**src/source/trace_pkg.sv**
```systemverilog
// Shared definitions for the pipeline trace unit
// Sizes of ids, stage words, counters and the record queue
// Trace record type carried from slot to slot
// AXI4-Lite register map and response codes
package trace_pkg;

    //////////////////////////////////////////////////
    // Sizes
    //////////////////////////////////////////////////
    localparam int NUM_STAGES   = 5;                   // Fetch, decode, execute, memory, wb
    localparam int FRONT_STAGES = 2;                   // Stages that hold on a front-end stall
    localparam int ID_W         = 8;                   // Sequence id, wraps
    localparam int WORD_W       = 16;                  // Per-stage status word
    localparam int CNT_W        = 8;                   // Stall cycle counter, saturating
    localparam int QUEUE_DEPTH  = 8;
    localparam int PTR_W        = $clog2(QUEUE_DEPTH);
    localparam int QCNT_W       = PTR_W + 1;           // Must reach QUEUE_DEPTH itself
    localparam int DROP_W       = 8;
    localparam int AXI_ADDR_W   = 8;
    localparam int AXI_DATA_W   = 32;

    // One instruction as it moves down the pipe
    typedef struct packed {
        logic                                valid;
        logic [ID_W-1:0]                     id;
        logic [NUM_STAGES-1:0][WORD_W-1:0]   words;        // Indexed by stage
        logic [CNT_W-1:0]                    stall_cycles;
    } trace_rec_t;

    //////////////////////////////////////////////////
    // Register map
    //////////////////////////////////////////////////
    localparam logic [AXI_ADDR_W-1:0] REG_CTRL      = 8'h00;  // Run, clear drops
    localparam logic [AXI_ADDR_W-1:0] REG_STATUS    = 8'h04;  // Read only
    localparam logic [AXI_ADDR_W-1:0] REG_HEAD_INFO = 8'h08;
    localparam logic [AXI_ADDR_W-1:0] REG_WORDS01   = 8'h0C;
    localparam logic [AXI_ADDR_W-1:0] REG_WORDS23   = 8'h10;
    localparam logic [AXI_ADDR_W-1:0] REG_WORD4_POP = 8'h14;  // Read pops the head

    // AXI response codes
    localparam logic [1:0] RESP_OKAY   = 2'b00;
    localparam logic [1:0] RESP_SLVERR = 2'b10;

endpackage

```
**src/source/pipe_trace_top.sv**
```systemverilog
// Top level of the pipeline trace unit
// Issuer, five stage slots, retire collector and AXI4-Lite port
`timescale 1ns/1ns

module pipe_trace_top (
    input  logic                             clk,
    input  logic                             rst_n,
    input  logic                             stall,
    input  logic [trace_pkg::WORD_W-1:0]     fetch_word,
    input  logic [trace_pkg::WORD_W-1:0]     decode_word,
    input  logic [trace_pkg::WORD_W-1:0]     execute_word,
    input  logic [trace_pkg::WORD_W-1:0]     memory_word,
    input  logic [trace_pkg::WORD_W-1:0]     wb_word,
    input  logic [trace_pkg::AXI_ADDR_W-1:0] awaddr,
    input  logic                             awvalid,
    output logic                             awready,
    input  logic [trace_pkg::AXI_DATA_W-1:0] wdata,
    input  logic [3:0]                       wstrb,
    input  logic                             wvalid,
    output logic                             wready,
    output logic [1:0]                       bresp,
    output logic                             bvalid,
    input  logic                             bready,
    input  logic [trace_pkg::AXI_ADDR_W-1:0] araddr,
    input  logic                             arvalid,
    output logic                             arready,
    output logic [trace_pkg::AXI_DATA_W-1:0] rdata,
    output logic [1:0]                       rresp,
    output logic                             rvalid,
    input  logic                             rready
);

    import trace_pkg::*;

    logic [NUM_STAGES-1:0][WORD_W-1:0] stage_words;   // Index 0 is fetch
    trace_rec_t        rec_chain [NUM_STAGES+1];      // Issuer, then each slot output
    logic [NUM_STAGES-1:0] slot_accept;               // Only slot 0 feeds back
    trace_rec_t        head_rec;
    logic [QCNT_W-1:0] q_count;
    logic [DROP_W-1:0] drop_count;
    logic [ID_W-1:0]   next_id;
    logic              run, pop, clear_drops;

    assign stage_words = {wb_word, memory_word, execute_word, decode_word, fetch_word};

    trace_issuer u_issuer (
        .clk(clk), .rst_n(rst_n), .run(run), .accept(slot_accept[0]),
        .new_rec(rec_chain[0]), .next_id(next_id)
    );

    //////////////////////////////////////////////////
    // Stage slots, fetch to write-back
    //////////////////////////////////////////////////
    for (genvar s = 0; s < NUM_STAGES; s++) begin : g_slot
        stage_slot #(.STAGE(s)) u_slot (
            .clk(clk), .rst_n(rst_n), .stall(stall),
            .in_rec(rec_chain[s]), .stage_word(stage_words[s]),
            .accept(slot_accept[s]), .out_rec(rec_chain[s+1])
        );
    end

    retire_collector u_collector (
        .clk(clk), .rst_n(rst_n), .ret_rec(rec_chain[NUM_STAGES]),
        .pop(pop), .clear_drops(clear_drops),
        .head_rec(head_rec), .q_count(q_count), .drop_count(drop_count)
    );

    trace_axil_port u_axil (
        .clk(clk), .rst_n(rst_n),
        .awaddr(awaddr), .awvalid(awvalid), .awready(awready),
        .wdata(wdata), .wstrb(wstrb), .wvalid(wvalid), .wready(wready),
        .bresp(bresp), .bvalid(bvalid), .bready(bready),
        .araddr(araddr), .arvalid(arvalid), .arready(arready),
        .rdata(rdata), .rresp(rresp), .rvalid(rvalid), .rready(rready),
        .head_rec(head_rec), .q_count(q_count), .drop_count(drop_count),
        .next_id(next_id), .run(run), .pop(pop), .clear_drops(clear_drops)
    );

endmodule

```
**src/source/retire_collector.sv**
```systemverilog
// Retire collector
// Circular queue of retired trace records, 8 deep
// Saturating count of records lost on overflow
`timescale 1ns/1ns

module retire_collector (
    input  logic                         clk,
    input  logic                         rst_n,
    input  trace_pkg::trace_rec_t        ret_rec,      // Leaving the write-back slot
    input  logic                         pop,          // From the AXI port
    input  logic                         clear_drops,  // Write-one pulse from CTRL
    output trace_pkg::trace_rec_t        head_rec,     // Zero when empty
    output logic [trace_pkg::QCNT_W-1:0] q_count,
    output logic [trace_pkg::DROP_W-1:0] drop_count
);

    import trace_pkg::*;

    trace_rec_t        mem_q [QUEUE_DEPTH];   // Record storage
    logic [PTR_W-1:0]  wr_ptr;
    logic [PTR_W-1:0]  rd_ptr;
    logic [QCNT_W-1:0] count_q;
    logic [DROP_W-1:0] drops_q;
    logic              empty, full;
    logic              do_push, do_pop, do_drop;

    assign empty   = (count_q == '0);
    assign full    = (count_q == QCNT_W'(QUEUE_DEPTH));
    assign do_pop  = pop && !empty;                       // Ignore pop on empty
    assign do_push = ret_rec.valid && (!full || do_pop);  // Pop frees a place
    assign do_drop = ret_rec.valid && !do_push;           // Full, record lost

    // Storage write
    always_ff @(posedge clk) begin
        if (do_push) begin
            mem_q[wr_ptr] <= ret_rec;
        end
    end

    //////////////////////////////////////////////////
    // Pointers and occupancy
    //////////////////////////////////////////////////
    always_ff @(posedge clk) begin
        if (!rst_n) begin
            wr_ptr  <= '0;
            rd_ptr  <= '0;
            count_q <= '0;
        end else begin
            if (do_push) wr_ptr <= wr_ptr + 1'b1;   // Depth is a power of two
            if (do_pop)  rd_ptr <= rd_ptr + 1'b1;
            case ({do_push, do_pop})
                2'b10:   count_q <= count_q + 1'b1;
                2'b01:   count_q <= count_q - 1'b1;
                default: count_q <= count_q;       // Both or neither
            endcase
        end
    end

    // Drop counter, clear wins over a drop in the same cycle
    always_ff @(posedge clk) begin
        if (!rst_n) begin
            drops_q <= '0;
        end else if (clear_drops) begin
            drops_q <= '0;
        end else if (do_drop && (drops_q != '1)) begin
            drops_q <= drops_q + 1'b1;
        end
    end

    assign head_rec   = empty ? '0 : mem_q[rd_ptr];
    assign q_count    = count_q;
    assign drop_count = drops_q;

endmodule

```
**src/source/stage_slot.sv**
```systemverilog
// One pipeline stage slot
// Holds, bubbles or advances the in-flight record under stall
// Merges this stage's status word into the presented record
`timescale 1ns/1ns

module stage_slot #(
    parameter int STAGE = 0          // 0 fetch .. 4 write-back
) (
    input  logic                         clk,
    input  logic                         rst_n,
    input  logic                         stall,       // CPU front-end stall
    input  trace_pkg::trace_rec_t        in_rec,      // From the previous slot or issuer
    input  logic [trace_pkg::WORD_W-1:0] stage_word,  // Status of the current occupant
    output logic                         accept,      // High when this slot loads
    output trace_pkg::trace_rec_t        out_rec
);

    import trace_pkg::*;

    // Role of this slot during a stall
    localparam bit HOLDS   = (STAGE < FRONT_STAGES);   // Front end keeps its record
    localparam bit BUBBLES = (STAGE == FRONT_STAGES);  // First stage after the front end

    trace_rec_t rec_q;           // Record held by this stage
    trace_rec_t merged;          // Held record plus live stage word
    logic       hold;

    assign hold   = stall && HOLDS;
    assign accept = !hold;

    // Word is refreshed every cycle, so the last one before leaving sticks
    always_comb begin
        merged              = rec_q;
        merged.words[STAGE] = stage_word;
    end

    assign out_rec = merged;

    //////////////////////////////////////////////////
    // Stage register
    //////////////////////////////////////////////////
    always_ff @(posedge clk) begin
        if (!rst_n) begin
            rec_q.valid <= 1'b0;   // Payload left as is
        end else if (hold) begin
            // Count stall cycles, saturating
            if (rec_q.valid && (rec_q.stall_cycles != '1)) begin
                rec_q.stall_cycles <= rec_q.stall_cycles + 1'b1;
            end
        end else if (stall && BUBBLES) begin
            rec_q <= '0;           // Invalid bubble behind the stalled front end
        end else begin
            rec_q <= in_rec;       // Normal advance
        end
    end

endmodule

```
**src/source/trace_axil_port.sv**
```systemverilog
// AXI4-Lite slave for the trace unit
// CTRL run bit and drop clear, STATUS, head-of-queue words
// Reading WORD4_POP pops the queue head at address acceptance
// One read and one write outstanding, fixed one-cycle latency
`timescale 1ns/1ns

module trace_axil_port (
    input  logic                             clk,
    input  logic                             rst_n,
    // Write channels
    input  logic [trace_pkg::AXI_ADDR_W-1:0] awaddr,
    input  logic                             awvalid,
    output logic                             awready,
    input  logic [trace_pkg::AXI_DATA_W-1:0] wdata,
    input  logic [3:0]                       wstrb,
    input  logic                             wvalid,
    output logic                             wready,
    output logic [1:0]                       bresp,
    output logic                             bvalid,
    input  logic                             bready,
    // Read channels
    input  logic [trace_pkg::AXI_ADDR_W-1:0] araddr,
    input  logic                             arvalid,
    output logic                             arready,
    output logic [trace_pkg::AXI_DATA_W-1:0] rdata,
    output logic [1:0]                       rresp,
    output logic                             rvalid,
    input  logic                             rready,
    // Trace unit side
    input  trace_pkg::trace_rec_t            head_rec,
    input  logic [trace_pkg::QCNT_W-1:0]     q_count,
    input  logic [trace_pkg::DROP_W-1:0]     drop_count,
    input  logic [trace_pkg::ID_W-1:0]       next_id,
    output logic                             run,
    output logic                             pop,
    output logic                             clear_drops
);

    import trace_pkg::*;

    logic                  wr_fire;    // Address and data taken together
    logic                  ctrl_wr;    // Accepted write that hits CTRL
    logic                  rd_fire;
    logic [AXI_DATA_W-1:0] rd_data_c;  // Decoded read value
    logic [1:0]            rd_resp_c;

    //////////////////////////////////////////////////
    // Write path
    //////////////////////////////////////////////////
    assign wr_fire = awvalid && wvalid && !bvalid;   // Blocked while a response waits
    assign awready = wr_fire;
    assign wready  = wr_fire;
    assign ctrl_wr = wr_fire && (awaddr == REG_CTRL) && wstrb[0];

    assign clear_drops = ctrl_wr && wdata[1];        // Write-one pulse

    always_ff @(posedge clk) begin
        if (!rst_n) begin
            bvalid <= 1'b0;
            run    <= 1'b0;
        end else begin
            if (wr_fire)     bvalid <= 1'b1;
            else if (bready) bvalid <= 1'b0;
            if (ctrl_wr)     run    <= wdata[0];
        end
    end

    // Only CTRL is writable
    always_ff @(posedge clk) begin
        if (wr_fire) begin
            bresp <= (awaddr == REG_CTRL) ? RESP_OKAY : RESP_SLVERR;
        end
    end

    //////////////////////////////////////////////////
    // Read path
    //////////////////////////////////////////////////
    assign rd_fire = arvalid && !rvalid;             // No new read while one is pending
    assign arready = rd_fire;
    assign pop     = rd_fire && (araddr == REG_WORD4_POP) && (q_count != '0);

    always_comb begin
        rd_data_c = '0;
        rd_resp_c = RESP_OKAY;
        case (araddr)
            REG_CTRL:      rd_data_c = {31'b0, run};   // Bit 1 reads zero
            REG_STATUS:    rd_data_c = {next_id, 8'h00, drop_count, 4'h0, q_count};
            REG_HEAD_INFO: rd_data_c = {16'h0000, head_rec.stall_cycles, head_rec.id};
            REG_WORDS01:   rd_data_c = {head_rec.words[1], head_rec.words[0]};
            REG_WORDS23:   rd_data_c = {head_rec.words[3], head_rec.words[2]};
            REG_WORD4_POP: rd_data_c = {16'h0000, head_rec.words[4]};
            default:       rd_resp_c = RESP_SLVERR;    // Unmapped
        endcase
    end

    always_ff @(posedge clk) begin
        if (!rst_n) begin
            rvalid <= 1'b0;
        end else if (rd_fire) begin
            rvalid <= 1'b1;
        end else if (rready) begin
            rvalid <= 1'b0;
        end
    end

    // Latched at acceptance, so a pop returns the old head
    always_ff @(posedge clk) begin
        if (rd_fire) begin
            rdata <= rd_data_c;
            rresp <= rd_resp_c;
        end
    end

endmodule

```
**src/source/trace_issuer.sv**
```systemverilog
// Sequence id issuer
// Offers a fresh trace record to slot 0 while tracing runs
`timescale 1ns/1ns

module trace_issuer (
    input  logic                       clk,
    input  logic                       rst_n,
    input  logic                       run,      // Tracing enabled
    input  logic                       accept,   // Slot 0 loads on this edge
    output trace_pkg::trace_rec_t      new_rec,
    output logic [trace_pkg::ID_W-1:0] next_id
);

    import trace_pkg::*;

    logic [ID_W-1:0] id_q;       // Id for the next instruction
    logic            take;       // Valid record consumed by slot 0

    // Fresh record, nothing collected yet
    always_comb begin
        new_rec       = '0;
        new_rec.valid = run;   // Only valid while running
        new_rec.id    = id_q;
    end

    assign take = accept && new_rec.valid;

    // Id counter
    // wraps at 2**ID_W
    always_ff @(posedge clk) begin
        if (!rst_n) begin
            id_q <= '0;
        end else if (take) begin
            id_q <= id_q + 1'b1;
        end
    end

    assign next_id = id_q;       // Shown in STATUS

endmodule

```
**config.mk**
```make
export PLATFORM = sky130hd
export DESIGN_NAME = pipe_trace_top
export DESIGN_NICKNAME = d
export VERILOG_FILES = /design/src/source/trace_pkg.sv /design/src/source/pipe_trace_top.sv /design/src/source/retire_collector.sv /design/src/source/stage_slot.sv /design/src/source/trace_axil_port.sv /design/src/source/trace_issuer.sv
export SDC_FILE = /design/constraint.sdc
export NUM_CORES = 1
export LEC_CHECK = 0
export BUFFER_PORTS_ARGS = -buffer_cell sky130_fd_sc_hd__buf_4
export CORE_MARGIN = 5
export CORE_UTILIZATION = 55
export CTS_CLUSTER_SIZE = 24
export DETAILED_ROUTE_END_ITERATION = 12
export GPL_ROUTABILITY_DRIVEN = 0
export MAX_ROUTING_LAYER = met4
export PLACE_DENSITY_LB_ADDON = 0.12
export SLEW_MARGIN = 30
export SYNTH_ARGS = -nofsm -noshare
export SYNTH_HDL_FRONTEND = slang
export SYNTH_HIERARCHICAL = 1
export SYNTH_SLANG_ARGS = --single-unit
```
**constraint.sdc**
```tcl
create_clock -name clk -period 21.9 [get_ports clk]
set_input_delay 5.475 -clock clk [delete_from_list [all_inputs] [get_ports clk]]
set_output_delay 5.475 -clock clk [all_outputs]
set_load 0.05 [all_outputs]
```
### Word-level counts from Yosys, hierarchy flattened

Memory sizes are Yosys's and may differ from the RTL's. A register that Yosys moved wholly into a read port is not among the register bits.
Index checks and enable logic that the tools add are counted.
Widths: inputs -> output; s select.

| cells by class | value |
|---|---|
| bitwise logic cells | 2 |
| add/sub/neg operators | 8 |
| equal/unequal tests | 13 |
| mux-type cells | 16 |
| reduce and logical (&&, ||, !) cells | 35 |

Operator list:

| kind | number |
|---|---|
| $pmux 32 s6 | 1 |
| $mux 96 | 1 |
| $add 8x1->8 const B | 4 |
| $mux 8 | 3 |
| $ne 8x8->1 const B | 3 |
| $eq 8x4->1 const B | 2 |
| $eq 8x5->1 const B | 2 |
| $logic_not 8->1 | 2 |
| $logic_and 1x1->1 | 15 |
| $eq 8x3->1 const B | 1 |
| $pmux 4 s2 | 1 |
| $add 3x1->3 const B | 2 |
| $logic_not 1->1 | 6 |
| $mux 1 | 6 |
| $mux 3 | 2 |
| $reduce_and 2->1 | 3 |
| $reduce_bool 2->1 | 3 |
| $reduce_or 6->1 | 1 |
| $add 4x1->4 const B | 1 |
| $eq 4x4->1 const B | 1 |
| $logic_not 4->1 | 1 |
| $mux 2 | 2 |
| $ne 2x1->1 const B | 2 |
| $reduce_bool 4->1 | 1 |
| 6 further kinds | 8 |

| storage, ports and cells | value |
|---|---|
| output and inout bits | 41 |
| input bits | 140 |
| memory bits (writable) | 776 |
| flip-flop bits (word level) | 310 |
| memories kept | 1 |

Memory list:

| memory | words | bits a word | rd ports | clocked after memory_dff | wr ports | line | RTL |
|---|---|---|---|---|---|---|---|
| u_collector.mem_q | 8 | 97 | 1 | 1 | 1 | retire_collector.sv:19 | `trace_rec_t mem_q [QUEUE_DEPTH];` |

### Longest topological paths before layout

| depth | value |
|---|---|
| depth after elaboration | 10 |
| gate-level depth with buffers | 11 |

### Modules after synthesis

The synthesis kept the hierarchy.

By module, submodules not included:

| module | cells each | seq. area each (sq um) | area each (sq um) | instances |
|---|---|---|---|---|
| retire_collector | 1360 | 23722.8 | 30493.0 | 1 |
| stage_slot at g_slot[0].u_slot ... | 137 | 2422.3 | 2778.9 | 2 |
| stage_slot at g_slot[3].u_slot ... | 100 | 2422.3 | 2560.0 | 2 |
| stage_slot at g_slot[2].u_slot | 189 | 2422.3 | 3318.2 | 1 |
| trace_axil_port | 182 | 1081.0 | 2145.8 | 1 |
| trace_issuer | 138 | 160.2 | 1078.5 | 1 |

### Worst setup path after synthesis

Ideal clock, no wire load.

| timing | value |
|---|---|
| path type | input-to-reg |
| from | input port arvalid |
| to | memory u_collector/mem_q[0][0] (netlist bit) (enable) |
| required time | 21.228 ns |
| path buffers | 0 |
| stages on the path | 6 |
| arrival | 15.396 ns |
| path slack | 5.832 ns |
| cell sequence | nor2b_1 > and3_1 > nand2b_1 > o21ai_0 > or2_2 > nor3_1 |

| between the ends | value |
|---|---|
| word-level cells in the longest chain between the ends | 8 |

RTL lines:

| item | line | RTL |
|---|---|---|
| from (decl) | pipe_trace_top.sv:25 | `input logic arvalid,` |
| $logic_and 1x1->1 | trace_axil_port.sv:78 | `assign rd_fire = arvalid && !rvalid;` |
| $logic_and 1x1->1 (2 in a row) | trace_axil_port.sv:80 | `assign pop = rd_fire && (araddr == REG_WORD4_POP) && (q_count != '0);` |
| named net pop | pipe_trace_top.sv:42 | `logic run, pop, clear_drops;` |
| $logic_and 1x1->1 | retire_collector.sv:29 | `assign do_pop = pop && !empty;` |
| $logic_or 1x1->1 | retire_collector.sv:30 | `assign do_push = ret_rec.valid && (!full \|\| do_pop);` |
| $logic_and 1x1->1 | retire_collector.sv:30 |  |
| $mux 1 | retire_collector.sv:35 | `if (do_push) begin` |
| $mux 1 (implied by the code) | retire_collector.sv:36 | `mem_q[wr_ptr] <= ret_rec;` |
| to (decl) | retire_collector.sv:19 |  |

The timed path passes the listed nets, and every way through them passes these cells.

### Worst setup path in the final report

| timing | value |
|---|---|
| from | input port arvalid |
| to | output port arready |

| between the ends | value |
|---|---|
| word-level cells in the longest chain between the ends | 1 |

RTL lines:

| item | line | RTL |
|---|---|---|
| $logic_and 1x1->1 | trace_axil_port.sv:78 |  |
| to (decl) | pipe_trace_top.sv:26 | `output logic arready,` |

Every way passes these cells.

==> summary.txt <==
Finish
  • Area grow syn2layout: 12.5%
  • Final instance area: 46,900 um^2
  • Fillers: 5,256
  • Register Area: 32,000 um^2
  • Fraction of layout cells with a size suffix above 1: 27.0%
  • Leading cell types in the layout, fill and taps excluded: edfxtp_1 (1,042), mux4_2 (193), buf_4 (171)
  • Area of the multi-input gates: 8470 um^2
  • # diodes: 0
  • Final net count: 2,306
  • Post-Layout Cell Count: 3,221
  • Most common cell after layout, fill and taps aside: edfxtp_1

Drt
  • Detailed Route Iter0 Violations: 1,581
  • Vias: 19,000
  • Total detailed-routing wirelength: 81.7 mm
  • Number of remaining DRC errors: 0
  • Antenna Nets Post-Route: 0
  • DR vias/cell: 5.89
  • Initial DRT Pass Iterations: 5
  • Drt wl/cell: 25.4 um

Setup path
  • Critical path arrival: 6180 ps
  • Crit path capture type: output pin
  • Crit-path max FO: 3
  • Critical path class: in -> out
  • CP required: 16,430 ps
  • RR Startpoint: u_collector/q_count[0]
  • Startpoint Class: input port
  • Crit path launch: arvalid

Placed design
  • IO buf count: 145
  • Placed cell count: 3,025
  • Post-DP HPWL: 44.4 mm
  • Area after DPL: 43,200 um^2

Global route
  • Number of global-route vias before repair: 19,900
  • Largest net degree at the start of global routing: 145
  • Total gr overflow: 0
  • Global-route wire length before repair: 124 mm
  • Initial antenna violation count: 1
  • GR Util All Layers: 20.8%

Flow run
  • Total of max-cap violations: 0

STA
  • Worst slew pin tran: 1070 ps
  • Min Tclk post-route: 11,660 ps
  • Final worst-path cycle share: 53.2%
  • Slew Viols, Final: 0
  • TNS Setup: 0 ps
  • Clock skew: 13.3 ps
  • Final-report hold violation count: 0
  • F_max: 85.8 MHz
  • RSZ-0062 raised after global routing: no
  • Max transition margin: 28.4%
  • Endpoints failing setup: 0

CTS
  • Hold_buf cts: 0
  • Post-CTS Setup Bufs: 0
  • Clock Pin Slew Worst Setup and Hold Paths: 50 ps
  • Htree depth: 3
  • TritonCTS clock tree: yes
  • PostCTS Resize Cnt: 0
  • Clock Latency Late Sink: 650 ps
  • Root Driver: clkbuf_16
  • Clock buffer depth: 3
  • CTS buffer count: 106
  • Clock Sinks: 1,079

Yosys
  • Synth warn: 6
  • Mean post-synth cell area: 20.3 um^2
  • Cell count after synthesis: 2,051
  • Cell area after synthesis: 41,700 um^2

Die
  • Initial Util: 55.2%
  • I/O pins: 181
  • Die H: 285 um
  • Width of the die: 285 um
  • Die area: 81,400 um^2
  • Floorplan Core Area: 75,600 um^2
  • Core Rows: 101

Pwr
  • Peak supply drop: 61.3 uV
  • Total power per unit cell area: 91.2 nW/um^2
  • Leak Pwr: 14.8 nW

Status
  • Outcome: complete, no violations

Min path
  • Min-delay worst type: reg -> reg
  • Hold wc startpoint: g_slot[3].u_slot/out_rec[18]
## sequential cells by signal, summed over array words and instances, names as in the netlist, named ones only
| name | cells |
|---|---|
| g_slot.u_slot/out_rec | 245 |
| u_axil/bvalid | 1 |
| u_collector/rd_ptr | 3 |
| u_axil/bresp | 1 |
| u_issuer/next_id | 8 |
| u_axil/rdata | 32 |
| u_collector/q_count | 4 |
| u_axil/rresp | 1 |
| u_collector/wr_ptr | 3 |
| u_axil/run | 1 |
| u_collector/drop_count | 8 |
| u_axil/rvalid | 1 |
| u_collector/mem_q | 768 |
## report_power, final
part / internal (W) / total (W) / switching [W]
sequential: 0.00230 / 0.00233 / 0.0000264
combinational: 0.0000250 / 0.0000704 / 0.0000454
clock: 0.00114 / 0.00188 / 0.000742
## per-layer routing
metal,global-route usage (%),up-vias,wire [um]
li1,-,8347,-
met1,29.5,10000,35700
met2,33.0,486,40600
met3,3.02,97,4060
met4,4.71,0,1280
met5,-,-,0
## path summary, 6_finish.rpt
| kind | end | slack [ps] | cells after the start |
|---|---|---|---|
| max | arready | 10240 | 3 |
| min reg2reg | g_slot[4].u_slot/out_rec[18] | 410 | 0 |
| max reg2reg | u_collector/mem_q[7][5] | 17670 | 7 |
| min | g_slot[4].u_slot/out_rec[18] | 410 | 0 |
## worst max-delay path: stages
cell and delay (ps):
buf_4 90, nor2b_4 340, buf_4 270
## per-stage QoR
stage | utilization (%) | total power, W | setup WS [ps] | hold slack [ps]
2_1_floorplan | - | 0.00241 | 5900 | 400
3_3_place_gp | 57.1 | 0.00244 | 10200 | 402
3_5_place_dp | 57.1 | 0.00244 | 10210 | 405
4_1_cts | 62.0 | 0.00432 | 10210 | 417
5_1_grt | 62.1 | 0.00442 | 10210 | 421
6_report | 62.1 | 0.00428 | 10240 | 415
## final cells by class
| type | instances | share of cell area (%) |
|---|---|---|
| tap | 978 | 2.61 |
| clock buffer | 133 | 6.11 |
| clock inverter | 61 | 1.71 |
| multi-input combinational | 778 | 18.1 |
| sequential | 1079 | 68.3 |
| inverter | 11 | 0.0880 |
| timing repair buffer | 181 | 3.11 |
Note: power is estimated with default switching activity, not from simulation.
